$ cat src/design/ddr_geom_pkg.sv
// geometry of one DDR3 channel; fixed 8-bursts, one bank per sequence, no parameter override
package ddr_geom_pkg;

    localparam int ADDRESS_NUMBER = 15;                  // row address width
    localparam int COLADDR_NUMBER = 10;                  // column address width
    localparam int NUM_XFER_BITS  = 6;                   // burst count width, 0 means 64
    localparam int BUF_ADDR_BITS  = 7;                   // command buffer address width
    localparam int BANK_BITS      = 3;                   // DDR3 has 8 banks
    localparam int COL8_BITS      = COLADDR_NUMBER - 3;  // column in units of 8-bursts
    localparam int BUF_DEPTH      = 1 << BUF_ADDR_BITS;  // 128 words

    // bank select
    typedef logic [BANK_BITS-1:0] bank_t;

    // full row address, also wide enough for a column address word
    typedef logic [ADDRESS_NUMBER-1:0] row_t;

    // start column, low 3 bits implied zero
    typedef logic [COL8_BITS-1:0] col8_t;

    // bursts per sequence
    typedef logic [NUM_XFER_BITS-1:0] xfer_num_t;

endpackage
$ cat src/design/ddr_cmd_pkg.sv
// sequencer word format for the linear encoder; the field order is fixed by the sequencer
package ddr_cmd_pkg;

    localparam int PAUSE_BITS = 6;  // idle cycles field width

    // sequencer opcodes, values match the sequencer decode
    typedef enum logic [2:0] {
        NOP       = 3'd0,
        ACTIVATE  = 3'd1,
        READ      = 3'd2,
        WRITE     = 3'd3,
        PRECHARGE = 3'd4
    } ddr_op_e;

    // transfer direction of one encoder instance
    typedef enum logic {
        DIR_RD = 1'b0,
        DIR_WR = 1'b1
    } xfer_dir_e;

    // one 32-bit sequencer word, top bit first
    typedef struct packed {
        ddr_op_e                 op;        // opcode
        ddr_geom_pkg::bank_t     bank;      // bank on every word
        ddr_geom_pkg::row_t      addr;      // row or column<<3
        logic                    done;      // last word of sequence
        logic                    late_sel;  // late/early command slot
        logic                    buf_rst;   // restart external data buffer
        logic                    buf_inc;   // step external data buffer
        logic                    dq_en;     // drive DQ, writes only
        logic [PAUSE_BITS-1:0]   pause;     // idle cycles after word
    } enc_cmd_t;

    // ACTIVATE to first column command
    localparam logic [PAUSE_BITS-1:0] T_RCD_PAUSE = 6'd4;

    // pause after the last column word, indexed by xfer_dir_e
    // write needs recovery before precharge, read only the burst
    localparam logic [1:0][PAUSE_BITS-1:0] T_WR_PAUSE = {6'd6, 6'd2};

endpackage

$ cat src/design/xfer_req_if.sv
`timescale 1ns/1ps
// request fields are sampled only at a start strobe; the client holds them stable in that cycle
interface xfer_req_if;
    import ddr_geom_pkg::*;

    bank_t     bank;            // bank for the whole sequence
    row_t      row;             // row to open
    col8_t     start_col;       // first column in 8-bursts
    xfer_num_t num128;          // bursts, 0 means 64
    logic      skip_next_page;  // keep external buffer position

    // client side
    modport source (
        output bank, row, start_col, num128, skip_next_page
    );

    // encoder side
    modport sink (
        input bank, row, start_col, num128, skip_next_page
    );

endinterface

$ cat src/design/cmd_linear_top.sv
`timescale 1ns/1ps
// linear command encoder with readback buffer; client issues one start per sequence, after seq_done
module cmd_linear_top (
    input  logic                                    clk,
    input  logic                                    rst,
    input  ddr_geom_pkg::bank_t                     bank_in,
    input  ddr_geom_pkg::row_t                      row_in,
    input  ddr_geom_pkg::col8_t                     start_col,
    input  ddr_geom_pkg::xfer_num_t                 num128_in,
    input  logic                                    skip_next_page_in,
    input  logic                                    start_rd,
    input  logic                                    start_wr,
    input  logic [ddr_geom_pkg::BUF_ADDR_BITS-1:0]  rd_addr,
    output logic                                    start,
    output logic                                    busy,
    output logic                                    seq_done,
    output logic [7:0]                              cmd_count,
    output ddr_cmd_pkg::enc_cmd_t                   rd_data
);
    import ddr_cmd_pkg::*;

    xfer_req_if u_req ();

    enc_cmd_t enc_cmd;   // registered combiner output
    logic     enc_wr;
    logic     enc_done;

    // source side of the request
    assign u_req.bank           = bank_in;
    assign u_req.row            = row_in;
    assign u_req.start_col      = start_col;
    assign u_req.num128         = num128_in;
    assign u_req.skip_next_page = skip_next_page_in;

    cmd_encod_linear_rw u_enc (
        .clk      (clk),
        .rst      (rst),
        .req      (u_req.sink),
        .start_rd (start_rd),
        .start_wr (start_wr),
        .start    (start),
        .enc_cmd  (enc_cmd),
        .enc_wr   (enc_wr),
        .enc_done (enc_done),
        .busy     (busy)
    );

    cmd_seq_buf u_buf (
        .clk       (clk),
        .rst       (rst),
        .start     (start),     // arrives one cycle before word 0
        .enc_cmd   (enc_cmd),
        .enc_wr    (enc_wr),
        .enc_done  (enc_done),
        .rd_addr   (rd_addr),
        .rd_data   (rd_data),
        .cmd_count (cmd_count),
        .seq_done  (seq_done)
    );

endmodule

$ cat src/design/cmd_seq_buf.sv
`timescale 1ns/1ps
// holds one sequence of at most 128 words; a new start overwrites from address 0, no overflow wrap
module cmd_seq_buf (
    input  logic                                    clk,
    input  logic                                    rst,
    input  logic                                    start,      // clears write pointer
    input  ddr_cmd_pkg::enc_cmd_t                   enc_cmd,
    input  logic                                    enc_wr,
    input  logic                                    enc_done,
    input  logic [ddr_geom_pkg::BUF_ADDR_BITS-1:0]  rd_addr,
    output ddr_cmd_pkg::enc_cmd_t                   rd_data,    // one cycle after rd_addr
    output logic [7:0]                              cmd_count,  // words in last sequence
    output logic                                    seq_done
);
    import ddr_geom_pkg::*;
    import ddr_cmd_pkg::*;

    enc_cmd_t               mem [BUF_DEPTH];
    logic [BUF_ADDR_BITS:0] wr_ptr;  // extra bit marks full

    always_ff @(posedge clk or posedge rst) begin
        if (rst) begin
            wr_ptr    <= '0;
            cmd_count <= '0;
            seq_done  <= 1'b0;
        end else begin
            seq_done <= enc_done;
            if (start) begin
                wr_ptr    <= '0;
                cmd_count <= '0;
            end else begin
                if (enc_wr) begin
                    wr_ptr <= wr_ptr + 1'b1;
                end
                if (enc_done) begin
                    cmd_count <= wr_ptr;  // last word already counted
                end
            end
        end
    end

    // word storage and read port
    always_ff @(posedge clk) begin
        if (enc_wr) begin
            mem[wr_ptr[BUF_ADDR_BITS-1:0]] <= enc_cmd;
        end
        rd_data <= mem[rd_addr];
    end

    // sequence longer than the buffer
    a_no_overflow: assert property (@(posedge clk) disable iff (rst)
        enc_wr |-> !wr_ptr[BUF_ADDR_BITS]);

endmodule

$ cat src/design/cmd_encod_linear_rw.sv
`timescale 1ns/1ps
// read and write encoders share one request; only one of them may run, output lags by one cycle
module cmd_encod_linear_rw (
    input  logic                  clk,
    input  logic                  rst,
    xfer_req_if.sink              req,
    input  logic                  start_rd,  // read strobe
    input  logic                  start_wr,  // write strobe
    output logic                  start,     // one cycle after either strobe
    output ddr_cmd_pkg::enc_cmd_t enc_cmd,
    output logic                  enc_wr,
    output logic                  enc_done,
    output logic                  busy
);
    import ddr_cmd_pkg::*;

    enc_cmd_t cmd_rd;
    enc_cmd_t cmd_wr;
    logic     wr_rd;
    logic     wr_wr;
    logic     done_rd;
    logic     done_wr;
    logic     busy_rd;
    logic     busy_wr;
    logic     select_wr;  // 0 after reset, read

    cmd_encod_linear #(
        .DIR      (DIR_RD),
        .LATE_SEL (1'b1)    // reads in late slot
    ) u_enc_rd (
        .clk      (clk),
        .rst      (rst),
        .req      (req),
        .start    (start_rd),
        .enc_cmd  (cmd_rd),
        .enc_wr   (wr_rd),
        .enc_done (done_rd),
        .busy     (busy_rd)
    );

    cmd_encod_linear #(
        .DIR      (DIR_WR),
        .LATE_SEL (1'b0)    // writes in early slot
    ) u_enc_wr (
        .clk      (clk),
        .rst      (rst),
        .req      (req),
        .start    (start_wr),
        .enc_cmd  (cmd_wr),
        .enc_wr   (wr_wr),
        .enc_done (done_wr),
        .busy     (busy_wr)
    );

    always_ff @(posedge clk or posedge rst) begin
        if (rst) begin
            start     <= 1'b0;
            select_wr <= 1'b0;
            enc_wr    <= 1'b0;
            enc_done  <= 1'b0;
        end else begin
            start <= start_rd || start_wr;
            if (start_rd) begin
                select_wr <= 1'b0;
            end else if (start_wr) begin
                select_wr <= 1'b1;
            end
            enc_wr   <= select_wr ? wr_wr : wr_rd;     // select already valid on word 0
            enc_done <= select_wr ? done_wr : done_rd;
        end
    end

    always_ff @(posedge clk) begin
        enc_cmd <= select_wr ? cmd_wr : cmd_rd;
    end

    assign busy = busy_rd || busy_wr;

    // one direction per strobe
    a_one_strobe: assert property (@(posedge clk) disable iff (rst)
        !(start_rd && start_wr));

endmodule

$ cat src/design/cmd_encod_linear.sv
`timescale 1ns/1ps
// one sequence at a time, no back-pressure; a start while busy is a client error, column wraps at 128
module cmd_encod_linear #(
    parameter ddr_cmd_pkg::xfer_dir_e DIR      = ddr_cmd_pkg::DIR_RD,  // column opcode, last pause
    parameter logic                   LATE_SEL = 1'b0                  // late/early command slot
) (
    input  logic                  clk,
    input  logic                  rst,
    xfer_req_if.sink              req,
    input  logic                  start,     // single-cycle strobe
    output ddr_cmd_pkg::enc_cmd_t enc_cmd,   // current word
    output logic                  enc_wr,    // word valid
    output logic                  enc_done,  // pulse after last word
    output logic                  busy
);
    import ddr_geom_pkg::*;
    import ddr_cmd_pkg::*;

    typedef enum logic [2:0] {
        IDLE,
        ACT,
        COL,
        PRE,
        DONE
    } state_e;

    state_e                    state;
    bank_t                     bank_r;    // latched request
    row_t                      row_r;
    col8_t                     col_r;     // wrapping column pointer
    logic                      skip_r;
    xfer_num_t                 left_r;    // column words left minus one
    logic                      first_r;   // first column word pending
    logic                      last_col;
    logic                      take_req;
    logic [COLADDR_NUMBER-1:0] col_addr;  // column in bursts of 8

    assign take_req = (state == IDLE) && start;
    assign last_col = (left_r == '0);
    assign col_addr = {col_r, 3'b000};  // 8-burst aligned

    // sequence control
    always_ff @(posedge clk or posedge rst) begin
        if (rst) begin
            state   <= IDLE;
            left_r  <= '0;
            first_r <= 1'b0;
        end else begin
            case (state)
                IDLE: begin
                    if (start) begin
                        state   <= ACT;
                        left_r  <= req.num128 - xfer_num_t'(1);  // 0 wraps to 63, i.e. 64 bursts
                        first_r <= 1'b1;
                    end
                end
                ACT: begin
                    state <= COL;
                end
                COL: begin
                    first_r <= 1'b0;
                    if (last_col) begin
                        state <= PRE;
                    end else begin
                        left_r <= left_r - xfer_num_t'(1);
                    end
                end
                PRE: begin
                    state <= DONE;
                end
                DONE: begin
                    state <= IDLE;
                end
                default: begin
                    state <= IDLE;
                end
            endcase
        end
    end

    // request fields and column pointer
    always_ff @(posedge clk) begin
        if (take_req) begin
            bank_r <= req.bank;
            row_r  <= req.row;
            col_r  <= req.start_col;
            skip_r <= req.skip_next_page;
        end else if (state == COL) begin
            col_r <= col_r + col8_t'(1);  // wraps modulo 128
        end
    end

    // word builder
    always_comb begin
        enc_cmd          = '0;
        enc_cmd.op       = NOP;
        enc_cmd.bank     = bank_r;
        enc_cmd.late_sel = LATE_SEL;
        case (state)
            ACT: begin
                enc_cmd.op    = ACTIVATE;
                enc_cmd.addr  = row_r;
                enc_cmd.pause = T_RCD_PAUSE;
            end
            COL: begin
                if (DIR == DIR_WR) begin
                    enc_cmd.op = WRITE;
                end else begin
                    enc_cmd.op = READ;
                end
                enc_cmd.addr    = row_t'(col_addr);          // zero fill above column
                enc_cmd.buf_inc = 1'b1;
                enc_cmd.buf_rst = first_r && !skip_r;        // new page unless continuing
                enc_cmd.dq_en   = (DIR == DIR_WR);
                enc_cmd.pause   = last_col ? T_WR_PAUSE[DIR] : '0;
            end
            PRE: begin
                enc_cmd.op   = PRECHARGE;
                enc_cmd.done = 1'b1;
            end
            default: begin
                enc_cmd.op = NOP;
            end
        endcase
    end

    assign enc_wr   = (state == ACT) || (state == COL) || (state == PRE);
    assign enc_done = (state == DONE);
    assign busy     = (state != IDLE);

    // client waits for done before the next strobe
    a_no_start_busy: assert property (@(posedge clk) disable iff (rst)
        start |-> !busy);

    // done closes a sequence ended by the precharge word, never with a word
    a_done_after_pre: assert property (@(posedge clk) disable iff (rst)
        enc_done |-> !enc_wr && $past(enc_wr) && $past(enc_cmd.done));

endmodule

$ cat config.mk
export PLATFORM = sky130hd
export DESIGN_NAME = cmd_linear_top
export DESIGN_NICKNAME = d
export VERILOG_FILES = /design/src/design/ddr_geom_pkg.sv /design/src/design/ddr_cmd_pkg.sv /design/src/design/xfer_req_if.sv /design/src/design/cmd_linear_top.sv /design/src/design/cmd_seq_buf.sv /design/src/design/cmd_encod_linear_rw.sv /design/src/design/cmd_encod_linear.sv
export SDC_FILE = /design/constraint.sdc
export NUM_CORES = 2
export LEC_CHECK = 0
export BUFFER_PORTS_ARGS = -buffer_cell sky130_fd_sc_hd__clkbuf_2
export CAP_MARGIN = 10
export CORE_MARGIN = 3
export CORE_UTILIZATION = 65
export CTS_CLUSTER_DIAMETER = 200
export CTS_CLUSTER_SIZE = 8
export DETAILED_ROUTE_END_ITERATION = 7
export GPL_ROUTABILITY_DRIVEN = 0
export HOLD_SLACK_MARGIN = 0.1
export PLACE_DENSITY = 0.79
export SLEW_MARGIN = 20
export SYNTH_ARGS = -nofsm -noshare
export SYNTH_HDL_FRONTEND = slang
export SYNTH_SLANG_ARGS = --single-unit
$ cat constraint.sdc
create_clock -name clk -period 9.3 [get_ports clk]
set_clock_uncertainty 0.2 [all_clocks]
set_input_delay 1.86 -clock clk [delete_from_list [all_inputs] [get_ports clk]]
set_output_delay 1.86 -clock clk [all_outputs]
set_load 0.05 [all_outputs]
==> summary.txt <==
Outcome
  – Status: finished, final reports clean

Die
  – Rows: 167
  – Core area: 208000 um2
  – Starting density of the core: between 60 and 70%
  – Die ar.: 216000 um2
  – Die Y: 465 um
  – Die Width: between 400 and 500 um
  – Io pins: 86

Detailed routing
  – Drt first pass iters: 8
  – Via-to-Cell Ratio: about 8.2
  – Detail Route Antenna Nets: 0
  – Vias: about 74000
  – WL final: about 450000 um
  – Detailed Route Iter0 Violations: roughly 15000
  – Drc violations: 0
  – WL/cell: slightly below 50 um

CTS
  – Clock tree root buffer cell: clkbuf_16
  – TritonCTS clock tree: yes
  – CTS Buffer Depth: 4
  – Post_cts resized: 0
  – Reg clk slew, reported paths: 0.05 ns
  – CTS HTree Levels: 6
  – Clock latency at the later pin of the worst-skew pair: ~0.98 ns
  – Hold buffers post-CTS: 0
  – Post-CTS setup buffer count: 0
  – Clock sinks: approximately 3600
  – Total CTS buffers: between 500 and 600

GRT
  – Initial antenna violation count: 55
  – First-pass GRT wire length: between 500000 and 600000 um
  – Tot GR Track Use: 40.6%
  – Pin count of the biggest net entering global routing: roughly 140
  – Total gr overflow: 0
  – Vias in the first global route: 71900

Hold path
  – Hold WC Path Type: flip-flop to flip-flop

Setup path
  – Slowest stage delay, CP: ~0.75 ns
  – Critical Path, Cell by Cell: buf_8 -> buf_4 -> buf_4 -> mux4_2 -> mux4_2 -> mux4_2 -> mux2_2
  – Buffers and inverters on the worst path: 3
  – Worst EP required: around 9.9 ns
  – Kind of cell adding the most delay to the critical path: multiplexers
  – Setup CP Type: primary input to flip-flop
  – Worst EP arrival: roughly 5.9 ns
  – CP Capture Type: flip-flop
  – CP max stage cell: buf_4
  – CP Max Fanout: 69
  – Startpoint types: primary input
  – Most frequent CP cell: mux4_2

Synthesis
  – Area contributors post-synth: edfxtp_1 (77%), mux4_2 (19%), dfxtp_1 (0.79%)
  – Most used DFF post-synth: edfxtp_1
  – Post-Synthesis Cells: between 5000 and 6000
  – Post-synth EDFFs: roughly 3500
  – Post-synth top area share: ~77%
  – Distinct cells, synth: 50
  – Syn Std Cell Area: about 140000 um2
  – Largest area contributor in the netlist: edfxtp_1
  – Sequential area share after synthesis: just under 80%
  – Post-synth ARST share: between 1 and 1.5%
  – Number of synthesized register bits: around 3600
  – Avg Synthesized Cell Area: 25.0 um2
  – Synth warn: 0

Cells and area
  – Layout area overhead: 15.4%
  – # fillers: 9594
  – Util after Layout: 75.8%
  – Nets: 6072
  – Layout cell share with drive strength beyond 1: 35.6%

Timing
  – Max Clk Rate: 0.191 GHz
  – Setup_tns: 0 ns
  – RSZ-0062 raised after global routing: no
  – Final min period: ~5.2 ns
  – Max Slew Vio Count: 0
  – Final setup viols: 0
  – Worst Max-Slew Pin Slew: approximately 1.3 ns
  – Final Hold Vio Count: 0
  – Period utilization: 56.3%
  – Worst rel slew slack: about 14%

Placed design
  – DP HPWL: a little under 200000 um
  – IO buf count: 81

Power
  – Power density cells: between 200 and 300 nW/um2
  – VDD IR max: approximately 250 uV
  – Static Leak: 0.0507 uW

Flow run
  – Max cap viols: 0
-- placed cells by master, fill, tap and decap left out, drive strengths merged, types with 19 or more instances in the layout --
master and count:
edfxtp 3508, mux4 1134, clkbuf 749, buf 218, nor2 158, nand2 71, dfxtp 54, dfrtp 41
mux2 33, diode 29, inv 27, o21ai 19
-- state kept, by name, indices dropped and copies added, names as in the netlist, 3 cells and up --
name,flops
u_buf.wr_ptr,8
u_enc.enc_cmd,27
u_enc.u_enc_wr.col_r,7
u_buf.rd_data,27
u_enc.u_enc_wr.row_r,15
u_enc.u_enc_wr.left_r,6
u_enc.u_enc_rd.left_r,6
u_buf.mem,3456
u_enc.u_enc_wr.state,3
u_enc.u_enc_rd.state,3
u_enc.u_enc_rd.bank_r,3
u_enc.u_enc_rd.col_r,7
u_buf.cmd_count,8
u_enc.u_enc_wr.bank_r,3
u_enc.u_enc_rd.row_r,15
-- worst paths after layout --
check                                                        start                              endpoint  slack, ns  cells after the start
worst max-delay path                                    rd_addr[2]             u_buf.rd_data[15]$_DFF_P_       4.07                      7
max in group asynchronous                                      rst           u_buf.wr_ptr[6]$_DFFE_PP0P_       7.70                      3
worst min register to register  u_enc.u_enc_wr.row_r[12]$_DFFE_PP_             u_enc.enc_cmd[23]$_DFF_P_       0.26                      1
worst min-delay path            u_enc.u_enc_wr.row_r[12]$_DFFE_PP_             u_enc.enc_cmd[23]$_DFF_P_       0.26                      1
min in group asynchronous                                      rst  u_enc.u_enc_wr.left_r[0]$_DFFE_PP0P_       0.80                      3
worst max register to register         u_buf.wr_ptr[3]$_DFFE_PP0P_           u_buf.mem[122][8]$_DFFE_PP_       5.30                      4
-- cell type report --
cell class                 instances  area [um2]  share of cell area, %
tap                             2788        3490                   2.21
antenna                           29        72.6                 0.0460
clock buffer                     674       14200                   9.03
inverter                          13        48.8                 0.0309
sequential                      3603      108000                   68.1
timing repair buffer             293        3130                   1.98
clock inverter                    19         180                  0.114
multi-input combinational       1579       29100                   18.4
-- logic make-up (layout without fill, tap and decap cells) --
kind of cell               after synthesis  in the layout  synth area share, %
buffers and inverters                  304            999                0.933
adders and majority gates                7              7               0.0640
muxes                                 1178           1178                 19.0
and+or+nand+nor                        296            296                0.936
other                                    1             33              0.00274
AOI/OAI and AO/OA                       72             72                0.366
DFF                                   3603           3603                 78.5
xor gates and xnor gates                22             22                0.141
-- power by group --
group	leakage [uW]	switching (uW)	internal, uW	total (uW)
registers	0.0337	716	19200	19900
logic	0.00999	2260	866	3120
clock network	0.00702	7240	10600	17800
-- metal layers --
metal  vias to the layer above  track usage, %  part of all wire, %  wire length, um
met1                     37500            53.7                   30           135000
met4                        44            22.8                  7.5            33400
met2                      9404            60.6                   46           207000
li1                      24800               -                    -                -
met5                         -               0                 0.10              464
met3                      1924            13.5                   16            71700
-- cell usage after synthesis, types with 4 or more instances --
library cell and number:
a222oi_1 7, buf_1 18, o22ai_1 4, mux4_2 1134, a22o_1 12, edfxtp_1 3508
o21ai_0 19, ha_1 7, a21oi_1 11, xor2_1 11, inv_1 11, nor2_1 158
and3_1 4, nand2_1 71, buf_2 90, mux2i_1 11, mux2_2 33, or3b_2 4
clkbuf_1 177, nor3_1 11, nor3b_1 5, xnor2_1 11, dfrtp_1 41, nand3_1 14
nor2b_1 10, dfxtp_1 54, buf_4 6
-- through the flow --
step	hold slack [ns]	area (um2)	setup WS (ns)	total power [uW]	cells
floorplan	0.152	137000	4.71	21500	5486
global placement	0.240	142000	3.35	22700	8229
detailed placement	0.250	143000	3.32	22900	8266
CTS	0.259	157000	4.24	40500	8959
global route	0.296	158000	4.03	41500	8975
finish	0.263	158000	4.07	40900	8998
Note: power is estimated with default switching activity, not from simulation.
